==> src/verilog/ballGame_settings.svh <==
`ifndef BALLGAME_SETTINGS_SVH
`define BALLGAME_SETTINGS_SVH

// number of balls on the screen at once.
`define NUM_BALLS 3

// positions and speeds are kept in 1/64 pixel units.
`define FIXED_SCALE 64

// start corner of ball 0, in pixels. Ball k starts BALL_SPACING*k pixels further right.
`define INITIAL_X 100
`define INITIAL_Y 50
`define BALL_SPACING 60

`define INITIAL_Y_SPEED 100 // fall speed at level 0, 1/64 pixel per frame.

`define FLIPPER_GAIN 16 // flipper pixels per frame to ball speed units.

`define BRICKS_PER_LEVEL 8
`define MAX_LEVEL 9 // the level wraps to 0 after this one.

`endif
==> src/verilog/ballGamePkg.sv <==
`include "ballGame_settings.svh"

package ballGamePkg;

	typedef logic signed [10:0] position_t; // screen coordinate in pixels.
	typedef logic signed [31:0] speed_t; // 1/64 pixel per frame, also the fixed-point position.
	typedef logic [3:0] level_t;
	typedef logic [15:0] score_t;

	// one flag per ball.
	typedef logic [`NUM_BALLS-1:0] ballVec_t;

	// which edge of a brick the ball touched.
	typedef struct packed {
		logic left;
		logic top;
		logic right;
		logic bottom;
	} hitEdge_t;

	typedef enum logic {
		PLAYING,
		ADVANCE
	} levelState_t;

endpackage

==> src/verilog/ballHitIf.sv <==
interface ballHitIf
	import ballGamePkg::*;
();

	logic		borderTop;
	logic		borderLeft;
	logic		borderRight;
	logic		flipper;
	logic		obstacle;
	hitEdge_t	hitEdge; // only meaningful while obstacle is high.
	speed_t		flipperSpeedX;

	modport source (
		output borderTop,
		output borderLeft,
		output borderRight,
		output flipper,
		output obstacle,
		output hitEdge,
		output flipperSpeedX
	);

	modport sink (
		input borderTop,
		input borderLeft,
		input borderRight,
		input flipper,
		input obstacle,
		input hitEdge,
		input flipperSpeedX
	);

endinterface

==> src/verilog/ballSubsystem.sv <==
`include "ballGame_settings.svh"

module ballSubsystem
	import ballGamePkg::*;
(
	input	logic						clk,
	input	logic						resetN,
	input	logic						startOfFrame,
	input	logic						pause,
	input	position_t					flipperX,
	input	ballVec_t					borderTop,
	input	ballVec_t					borderLeft,
	input	ballVec_t					borderRight,
	input	ballVec_t					flipper,
	input	ballVec_t					obstacle,
	input	hitEdge_t [`NUM_BALLS-1:0]	hitEdge,
	output	position_t					ballX [`NUM_BALLS],
	output	position_t					ballY [`NUM_BALLS],
	output	level_t						level,
	output	score_t						score
);

ballHitIf hits [`NUM_BALLS] ();

ballVec_t obstacleHit;
logic levelReset;

flipperMotion motionUnit (
	.clk			(clk),
	.resetN			(resetN),
	.startOfFrame	(startOfFrame),
	.flipperX		(flipperX),
	.borderTop		(borderTop),
	.borderLeft		(borderLeft),
	.borderRight	(borderRight),
	.flipper		(flipper),
	.obstacle		(obstacle),
	.hitEdge		(hitEdge),
	.hits			(hits)
);

genvar i;
generate
	for (i = 0; i < `NUM_BALLS; i++) begin : balls
		ballController #(
			.BALL_INDEX	(i)
		) ballUnit (
			.clk			(clk),
			.resetN			(resetN),
			.startOfFrame	(startOfFrame),
			.pause			(pause),
			.levelReset		(levelReset),
			.level			(level),
			.hit			(hits[i]),
			.topLeftX		(ballX[i]),
			.topLeftY		(ballY[i]),
			.obstacleHit	(obstacleHit[i])
		);
	end
endgenerate

levelSequencer sequencer (
	.clk			(clk),
	.resetN			(resetN),
	.obstacleHit	(obstacleHit),
	.level			(level),
	.score			(score),
	.levelReset		(levelReset)
);

endmodule

==> src/verilog/levelSequencer.sv <==
`include "ballGame_settings.svh"

module levelSequencer
	import ballGamePkg::*;
(
	input	logic		clk,
	input	logic		resetN,
	input	ballVec_t	obstacleHit,
	output	level_t		level,
	output	score_t		score,
	output	logic		levelReset
);

// wide enough for a full level plus one cycle of hits from every ball.
localparam int COUNT_W = $clog2(`BRICKS_PER_LEVEL + `NUM_BALLS + 1);

levelState_t state;

logic [COUNT_W-1:0] hitCount;
logic [COUNT_W-1:0] hitsNow;
logic [COUNT_W-1:0] nextCount;

always_comb begin
	hitsNow = '0;
	for (int i = 0; i < `NUM_BALLS; i++)
		hitsNow = hitsNow + COUNT_W'(obstacleHit[i]);
end

assign nextCount = hitCount + hitsNow;

always_ff @(posedge clk or negedge resetN) begin
	if (!resetN) begin
		state <= PLAYING;
		hitCount <= '0;
		score <= '0;
		level <= '0;
		levelReset <= 1'b0;
	end
	else begin
		score <= score + score_t'(hitsNow); // every hit scores, even while advancing.
		levelReset <= 1'b0;

		case (state)
			PLAYING: begin
				hitCount <= nextCount;
				if (nextCount >= COUNT_W'(`BRICKS_PER_LEVEL))
					state <= ADVANCE;
			end

			ADVANCE: begin
				hitCount <= '0;
				levelReset <= 1'b1;
				if (level == level_t'(`MAX_LEVEL))
					level <= '0;
				else
					level <= level + level_t'(1);
				state <= PLAYING;
			end

			default: state <= PLAYING;
		endcase
	end
end

endmodule

==> src/verilog/ballController.sv <==
`include "ballGame_settings.svh"

module ballController
	import ballGamePkg::*;
#(
	parameter int BALL_INDEX = 0
)(
	input	logic		clk,
	input	logic		resetN,
	input	logic		startOfFrame,
	input	logic		pause,
	input	logic		levelReset,
	input	level_t		level,
	ballHitIf.sink		hit,
	output	position_t	topLeftX,
	output	position_t	topLeftY,
	output	logic		obstacleHit
);

localparam speed_t START_X =
	speed_t'((`INITIAL_X + `BALL_SPACING * BALL_INDEX) * `FIXED_SCALE);
localparam speed_t START_Y = speed_t'(`INITIAL_Y * `FIXED_SCALE);

speed_t speedX;
speed_t speedY;
speed_t posX; // fixed point, 1/64 pixel.
speed_t posY;

logic lockX; // axis already bounced in this frame.
logic lockY;

logic brickX; // the axis bounced off a brick in this frame.
logic brickY;
logic brickInFrame;

logic rising;
logic falling;
logic movingLeft;
logic movingRight;
logic flipperCatch;
logic bounceY;
logic brickBounceY;
logic bounceX;
logic brickBounceX;

assign rising = (speedY < 0);
assign falling = (speedY > 0);
assign movingLeft = (speedX < 0);
assign movingRight = (speedX > 0);

assign flipperCatch = hit.flipper && falling; // a rising ball passes the flipper untouched.

assign bounceY = (hit.borderTop && rising) || flipperCatch;
assign brickBounceY = hit.obstacle &&
	((hit.hitEdge.top && rising) || (hit.hitEdge.bottom && falling));

assign bounceX = (hit.borderLeft && movingLeft) || (hit.borderRight && movingRight);
assign brickBounceX = hit.obstacle &&
	((hit.hitEdge.left && movingLeft) || (hit.hitEdge.right && movingRight));

// vertical axis.
always_ff @(posedge clk or negedge resetN) begin
	if (!resetN) begin
		speedY <= speed_t'(`INITIAL_Y_SPEED);
		posY <= START_Y;
		lockY <= 1'b0;
		brickY <= 1'b0;
	end
	else if (levelReset) begin
		speedY <= speed_t'(`INITIAL_Y_SPEED) * (speed_t'(level) + speed_t'(1));
		posY <= START_Y;
		lockY <= 1'b0;
		brickY <= 1'b0;
	end
	else if (!pause) begin
		if (!lockY) begin
			if (bounceY) begin
				speedY <= -speedY;
				lockY <= 1'b1;
			end
			else if (brickBounceY) begin
				speedY <= -speedY;
				lockY <= 1'b1;
				brickY <= 1'b1;
			end
		end

		// the step uses the speed from before this edge.
		if (startOfFrame) begin
			posY <= posY + speedY;
			lockY <= 1'b0;
			brickY <= 1'b0;
		end
	end
end

// horizontal axis.
always_ff @(posedge clk or negedge resetN) begin
	if (!resetN) begin
		speedX <= '0;
		posX <= START_X;
		lockX <= 1'b0;
		brickX <= 1'b0;
	end
	else if (levelReset) begin
		speedX <= '0;
		posX <= START_X;
		lockX <= 1'b0;
		brickX <= 1'b0;
	end
	else if (!pause) begin
		if (!lockX) begin
			if (bounceX) begin
				speedX <= -speedX;
				lockX <= 1'b1;
			end
			else if (brickBounceX) begin
				speedX <= -speedX;
				lockX <= 1'b1;
				brickX <= 1'b1;
			end
			else if (flipperCatch) begin
				speedX <= speedX + hit.flipperSpeedX; // the ball inherits the flipper's motion.
				lockX <= 1'b1;
			end
		end

		if (startOfFrame) begin
			posX <= posX + speedX;
			lockX <= 1'b0;
			brickX <= 1'b0;
		end
	end
end

// one obstacleHit pulse per frame, whichever axis took the brick.
always_ff @(posedge clk or negedge resetN) begin
	if (!resetN) begin
		obstacleHit <= 1'b0;
		brickInFrame <= 1'b0;
	end
	else if (levelReset) begin
		obstacleHit <= 1'b0;
		brickInFrame <= 1'b0;
	end
	else begin
		obstacleHit <= 1'b0;
		if (!pause) begin
			if (startOfFrame)
				brickInFrame <= 1'b0;

			if (!brickInFrame && (brickX || brickY)) begin
				obstacleHit <= 1'b1;
				// at a frame edge the brick flags clear too, so the new frame starts open.
				brickInFrame <= !startOfFrame;
			end
		end
	end
end

assign topLeftX = position_t'(posX / `FIXED_SCALE);
assign topLeftY = position_t'(posY / `FIXED_SCALE);

endmodule

==> src/verilog/flipperMotion.sv <==
`include "ballGame_settings.svh"

module flipperMotion
	import ballGamePkg::*;
(
	input	logic						clk,
	input	logic						resetN,
	input	logic						startOfFrame,
	input	position_t					flipperX,
	input	ballVec_t					borderTop,
	input	ballVec_t					borderLeft,
	input	ballVec_t					borderRight,
	input	ballVec_t					flipper,
	input	ballVec_t					obstacle,
	input	hitEdge_t [`NUM_BALLS-1:0]	hitEdge,
	ballHitIf.source					hits [`NUM_BALLS]
);

position_t prevX;
logic prevValid; // no speed until one frame position has been seen.
speed_t flipperSpeed;
speed_t deltaX;

assign deltaX = speed_t'(flipperX) - speed_t'(prevX);

always_ff @(posedge clk) begin
	if (startOfFrame)
		prevX <= flipperX;
end

always_ff @(posedge clk or negedge resetN) begin
	if (!resetN) begin
		prevValid <= 1'b0;
		flipperSpeed <= '0;
	end
	else if (startOfFrame) begin
		prevValid <= 1'b1;
		if (prevValid)
			flipperSpeed <= deltaX * speed_t'(`FLIPPER_GAIN);
		else
			flipperSpeed <= '0;
	end
end

// collision flags go straight through to each ball.
genvar i;
generate
	for (i = 0; i < `NUM_BALLS; i++) begin : fanOut
		assign hits[i].borderTop = borderTop[i];
		assign hits[i].borderLeft = borderLeft[i];
		assign hits[i].borderRight = borderRight[i];
		assign hits[i].flipper = flipper[i];
		assign hits[i].obstacle = obstacle[i];
		assign hits[i].hitEdge = hitEdge[i];
		assign hits[i].flipperSpeedX = flipperSpeed;
	end
endgenerate

endmodule

==> config.mk <==
export PLATFORM = sky130hd
export DESIGN_NAME = ballSubsystem
export DESIGN_NICKNAME = d
export VERILOG_FILES = /design/src/verilog/ballGamePkg.sv /design/src/verilog/ballHitIf.sv /design/src/verilog/ballSubsystem.sv /design/src/verilog/levelSequencer.sv /design/src/verilog/ballController.sv /design/src/verilog/flipperMotion.sv
export VERILOG_INCLUDE_DIRS = /design/src /design/src/verilog
export SDC_FILE = /design/constraint.sdc
export NUM_CORES = 2
export LEC_CHECK = 0
export ABC_AREA = 1
export BUFFER_PORTS_ARGS = -buffer_cell sky130_fd_sc_hd__clkbuf_2
export CAP_MARGIN = 0
export CORE_MARGIN = 3
export CORE_UTILIZATION = 51
export DETAILED_ROUTE_END_ITERATION = 8
export PLACE_DENSITY = 0.67
export SLEW_MARGIN = 10
export SYNTH_ARGS = -nofsm -noshare
export SYNTH_HDL_FRONTEND = slang
export SYNTH_SLANG_ARGS = --single-unit
==> constraint.sdc <==
create_clock -name clk -period 6.6 [get_ports clk]
set_input_delay 0 -clock clk [delete_from_list [all_inputs] [get_ports clk]]
set_output_delay 0 -clock clk [all_outputs]
set_load 0.05 [all_outputs]
After elaboration in Yosys (flattened, before gate mapping)
Cells that the tools add are included.
{ "op_classes": {"addsub": 28, "n_mul": 1, "order_cmp": 13, "eq_ne": 20, "n_mux": 151, "bitwise": 7, "reduce_logical": 90} }
{ "op_table": {"columns": ["cell", "count"], "rows": [
  ["32-bit 2-to-1 mux", 52],
  ["32-bit adder", 9],
  ["32-bit by 1-bit greater-than comparator with 1-bit output (second input constant)", 6],
  ["32-bit by 1-bit < comparator with 1-bit output (second input constant)", 6],
  ["32-bit negation", 6],
  ["1-bit 2-to-1 mux", 96],
  ["11-bit by 1-bit adder with 11-bit output", 6],
  ["3-bit by 2-bit inequality test with 1-bit output (second input constant)", 12],
  ["3-bit nonzero test", 12],
  ["6-bit OR reduction", 6],
  ["1-bit logical AND", 33],
  ["6-bit by 32-bit multiplier with 30-bit output (first input constant)", 1],
  ["4-bit AND reduction", 6],
  ["3-bit AND reduction", 6],
  ["16-bit by 4-bit adder with 16-bit output", 1],
  ["1-bit logical OR", 15],
  ["2-bit by 1-bit inequality test with 1-bit output (second input constant)", 7],
  ["4-bit nonzero test", 3],
  ["11-bit by 11-bit subtractor with 12-bit output", 1],
  ["4-bit case mux with 2 select lines", 1],
  ["2-bit AND reduction", 4],
  ["1-bit bitwise AND", 6],
  ["4-bit by 1-bit adder with 5-bit output (second input constant)", 1],
  ["4-bit by 1-bit adder with 4-bit output", 1],
  ["10 further kinds", 13]
]} }
{ "word_totals": {"register_bits": 472, "in_bits": 42, "output_inout_bits": 86, "word_cells": 348} }

Logic depth before layout (Yosys ltp)
{ "logic_depth": {"ltp_word": 10, "ltp_mapped": 18, "depth_no_buf": 18} }

By module
A second synthesis with hierarchy kept.
{ "hier_totals": {"cells_unflattened": 6941, "area_unflattened_um2": 44759.2} }
{ "modules_own_cells": {"columns": ["mod", "n_inst", "cells_each", "area_each_um2", "seq_area_each_um2"], "rows": [
  ["ballController at balls[2].ballUnit", 1, 2167, 13822.0, 3342.0],
  ["ballController at balls[1].ballUnit", 1, 2165, 13698.1, 3338.2],
  ["ballController at balls[0].ballUnit", 1, 2163, 13656.8, 3339.5],
  ["flipperMotion", 1, 303, 2323.5, 655.6],
  ["levelSequencer", 1, 143, 1258.7, 650.6]
]} }

Least setup slack after synthesis
No wires, ideal clock.
{ "synth_timing": {"path_type": "register to register", "start": "register sequencer.level[0]", "end": "register balls[1].ballUnit.speedY[12]", "arrival_time_ps": 3319, "required_time_ps": 6482, "path_slack_ps": 3163, "path_stages_with_launch": 19, "path_buffers": 0, "cell_sequence": "dfrtp_1 > nand2_1 > inv_1 > nand2_1 > xor2_1 > inv_1 > ha_1 > ha_1 > ha_1 > ha_1 > nand2_1 > nand2_1 > a21oi_1 > or2_2 > a21oi_1 > o21ai_0 > o21ai_0 > nand2_1 > o21ai_2"} }
{ "synth_between": {"elab_chain_len": 3} }
{ "synth_lines": {"columns": ["element", "line_no", "text"], "rows": [
  ["start, declared", "levelSequencer.sv:9", "output level_t level,"],
  ["start signal, assigned", "levelSequencer.sv:56", "level <= level + level_t'(1);"],
  ["4-bit by 1-bit adder with 5-bit output", "ballController.sv:70", "speedY <= speed_t'(`INITIAL_Y_SPEED) * (speed_t'(level) + speed_t'(1));"],
  ["6-bit by 32-bit multiplier with 30-bit output", "ballController.sv:70", null],
  ["32-bit 2-to-1 mux", "ballController.sv:69", "else if (levelReset) begin"],
  ["end signal, assigned", "ballController.sv:70", null],
  ["end signal, assigned", "ballController.sv:78", "speedY <= -speedY;"],
  ["end signal, assigned", "ballController.sv:82", "speedY <= -speedY;"],
  ["end, declared", "ballController.sv:25", "speed_t speedY;"]
]} }
No other way between the ends.
A chain may end at the register's enable or synchronous reset.

Worst setup path after layout
{ "layout_timing": {"start": "register sequencer.levelReset", "end": "register balls[2].ballUnit.posY[13]"} }
{ "layout_between": {"elab_chain_len": 2, "elab_cells_between_ends": 4} }
{ "layout_lines": {"columns": ["element", "line_no", "text"], "rows": [
  ["start, declared", "levelSequencer.sv:11", "output logic levelReset"],
  ["start signal, assigned", "levelSequencer.sv:37", "levelReset <= 1'b0;"],
  ["start signal, assigned", "levelSequencer.sv:41", "levelReset <= 1'b0;"],
  ["start signal, assigned", "levelSequencer.sv:52", "levelReset <= 1'b1;"],
  ["2-bit by 1-bit inequality test with 1-bit output (no line) or 2-bit nonzero test (tied branches)", null, null],
  ["2-bit AND reduction (no line)", null, null],
  ["end signal, assigned", "ballController.sv:90", "posY <= posY + speedY;"],
  ["end, declared", "ballController.sv:27", "speed_t posY;"]
]} }
Parallel ways exist; a longest one is shown, timed or not.

==> results by group <==
Detailed routing
  – DRT iter0 DRCs: 3117
  – DR pass1 iterations: 6
  – DR WL/cell: 17.7 um
  – DRT antenna net count: 0
  – Routed WL: 129000 um
  – Vias per std cell: 5.60
  – Drt drc: 0
  – Routed via count: 40900

Worst setup path
  – Startpoint Class: flop
  – CP max stage cell: clkinv_2
  – Critical path cell sequence: nor2_1 > nor2_4 > inv_4 > nor2_4 > buf_4 > clkinv_2 > buf_4 > a21oi_1 > o21ai_0 > o21ai_0
  – CP Data Required Time: 7.12 ns
  – CP Capture Type: flop
  – Critical path class: reg -> reg
  – Worst-path maximum fanout: 47
  – Slowest Stage Delay on Critical Path: 0.86 ns
  – Worst Path Arrival: 4.30 ns

STA
  – Final setup vio count: 0
  – Max Slew Vio Count: 0
  – Final Hold Vio Count: 0
  – Setup_tns: 0 ns
  – Minimum clock period: 3.78 ns
  – Relative slew slack: 0.288
  – Hold WS: 0.0136 ns
  – Unrepaired setup endpoints after global routing: no
  – FMAX: 265 MHz
  – Setup ws final: 2.82 ns
  – Final setup skew: 0.0414 ns
  – Fin crit share: 0.573
  – Slew @ Worst Pin: 1.07 ns

Global routing
  – GR Overflow Total: 0
  – Global-route wire length before repair: 207000 um
  – Pin count of the biggest net entering global routing: 141
  – All-Layer GR Usage: 0.309
  – Initial antenna violation count: 0
  – Vias in the first global route: 38700

Clock network
  – TritonCTS buffer count: 57
  – Setup bufs post-CTS: 0
  – # H-tree levels: 2
  – Max Root-Sink Buffers: 3
  – Clk slew on worst S/H paths: 0.06 ns
  – Root buf cell: clkbuf_16
  – CTS Sinks: 446
  – CTS tree: built
  – Clk Latency, worst-skew pair: 0.65 ns
  – Resized cells post-CTS: 0

Finish
  – # fillers: 7748
  – Ant diodes: 0
  – Fin util: 0.569
  – Share of cells above drive strength 1: 0.0696
  – Area growth, synth to finish: 9.84%
  – Final net count: 6594

Floorplan
  – Die span in y: 288 um
  – Initial Util: 0.518
  – DIE WIDTH: 288 um
  – Cell Rows: 102
  – I/O pin cnt: 128
  – Placeable Area: 78100 sq um
  – Die ar.: 82800 sq um

Power and ir drop
  – Peak VDD IR: 0.494 mV
  – Pleak: 22.3 nW
  – Pwr dens: 603 nW/um^2
  – Design Power: 26.8 mW

Placement
  – Setup WS pre-CTS: 2.85 ns
  – HPWL after DPL: 99600 um
  – GPL Wtd Cong: 0.975
  – PortBufs: 127

Logic synthesis
  – Ys flop type: dfrtp_1
  – Synth async-reset ratio: 0.975
  – EDFF count, synth: 11
  – Seq/Total Area, Yosys: 0.278
  – Unique masters post-synth: 60
  – Ys Warns: 0
  – Yosys top cell area share: 0.252
  – Leading area contributor after synthesis: dfrtp_1
  – Most area-consuming cells after synthesis: dfrtp_1 (25%), nand2_1 (16%), ha_1 (10%)
  – FF+latch count, synth: 446
  – Mapped Area: 40500 sq um
  – Post-Syn Nets: 6456
  – Cells after Synth: 6082
  – Mean Syn Cell Area: 6.66 sq um

Outcome
  – Status: finished, final reports clean

Run
  – Maxcap violations: 0

Min path
  – Worst Hold Class: in -> async
[flip-flops by register name (all words and copies together), names as in the netlist]
name and cells:
motionUnit.prevX 11, sequencer.hitCount 4, balls.ballUnit.lockY 3, motionUnit.hits.flipperSpeedX 12
balls.ballUnit.posY 96, balls.ballUnit.brickInFrame 3, sequencer.state 1, balls.ballUnit.speedX 93
sequencer.score 16, balls.ballUnit.obstacleHit 3, balls.ballUnit.posX 96, balls.ballUnit.brickX 3
sequencer.levelReset 1, sequencer.level 4, motionUnit.prevValid 1, balls.ballUnit.speedY 93
balls.ballUnit.lockX 3, balls.ballUnit.brickY 3
[worst paths after layout]
kind,from,slack [ns],cells after the start,endpoint
max,sequencer.levelReset$_DFF_PN0_,2.82,10,balls[2].ballUnit.posY[13]$_DFFE_PN0P_
max in group asynchronous,resetN,5.04,3,balls[2].ballUnit.posY[13]$_DFFE_PN0P_
min reg2reg,motionUnit.prevValid$_DFFE_PN0P_,0.47,1,motionUnit.prevValid$_DFFE_PN0P_
min in group clk,flipper[1],0.02,5,balls[1].ballUnit.lockX$_DFFE_PN0N_
max reg2reg,sequencer.levelReset$_DFF_PN0_,2.82,10,balls[2].ballUnit.posY[13]$_DFFE_PN0P_
min,resetN,0.01,2,balls[0].ballUnit.posX[13]$_DFFE_PN0P_
[layer usage]
layer  vias up  wire length [um]  global-route usage
met4         0              3610              0.0859
met1     19000             59900               0.440
met2      1262             57100               0.493
li1      20400                 -                   -
met3       194              8640              0.0384
met5         -                 0                   0
[final cells by class]
class / count / area [sq um] / share of cell area
clock buffers: 74 / 1600 / 0.0360
repair buffers: 183 / 1200 / 0.0269
multi-input cells: 4873 / 26200 / 0.588
clock inverters: 33 / 478 / 0.0107
well taps: 1040 / 1300 / 0.0293
flip-flops and latches: 446 / 11300 / 0.253
inverters: 659 / 2480 / 0.0558
[layout by cell type, fill, tap and decap left out, drive strengths merged, types with 8 or more instances in the layout]
cell type / n
o21ai: 528
o22ai: 36
nand3: 375
o21a: 19
a32o: 9
nand3b: 19
clkinv: 19
bufinv: 10
or2: 20
a21oi: 414
ha: 324
buf: 15
fa: 8
nor2: 724
edfxtp: 11
nand2: 1730
dlygate4sd3: 42
xor2: 260
inv: 656
nor3: 130
nor4: 20
o21bai: 22
nand4: 79
dfrtp: 407
o31ai: 26
xnor2: 32
clkbuf: 200
o211ai: 14
dfstp: 28
a21o: 32
a21boi: 18
[cells by family (layout without fill, tap and decap cells)]
group,Yosys count,in the layout,synth area share
AOI/OAI and AO/OA,1141,1141,0.156
xor gates and xnor gates,292,292,0.0632
adders and majority gates,332,332,0.104
buffers and inverters,763,949,0.0762
DFF,446,446,0.278
and+or+nand+nor,3108,3108,0.323
[repair_timing]
action                                  CTS  global route
hold buffers                             42             0
hold endpoints to repair                173             0
endpoints found under the setup margin    0             0
[worst max-delay path: cells and delay by family, from the launching register on]
family | cells | cell delay, ns
buffers and inverters | 4 | 2.05
DFF | 1 | 0.60
and+or+nand+nor | 3 | 0.62
AOI/OAI and AO/OA | 3 | 0.36
[where the power goes]
part / internal (mW) / leakage [nW] / switching (mW)
logic: 5.67 / 15.8 / 11.9
registers: 4.00 / 5.50 / 1.75
clock network: 2.11 / 1.00 / 1.35
[synthesized netlist by cell type (all sizes together), types with 20 or more instances]
master / count
clkbuf: 41
xnor2: 32
nor3: 130
a21oi: 414
buf: 63
o21ai: 528
dfstp: 28
nor4: 20
nand3: 375
inv: 656
nand2: 1730
o22ai: 36
xor2: 260
dfrtp: 407
a21o: 32
nand4: 79
ha: 324
o31ai: 26
or2: 20
o21bai: 22
nor2: 724
[per-stage QoR]
step	instances	cell area, sq um
after floorplan	6082	40500
after global placement	7159	42000
final	7308	44500
after CTS	7308	44500
after global routing	7308	44500
after detailed placement	7159	42000
Power figures use the tool's default switching activity.
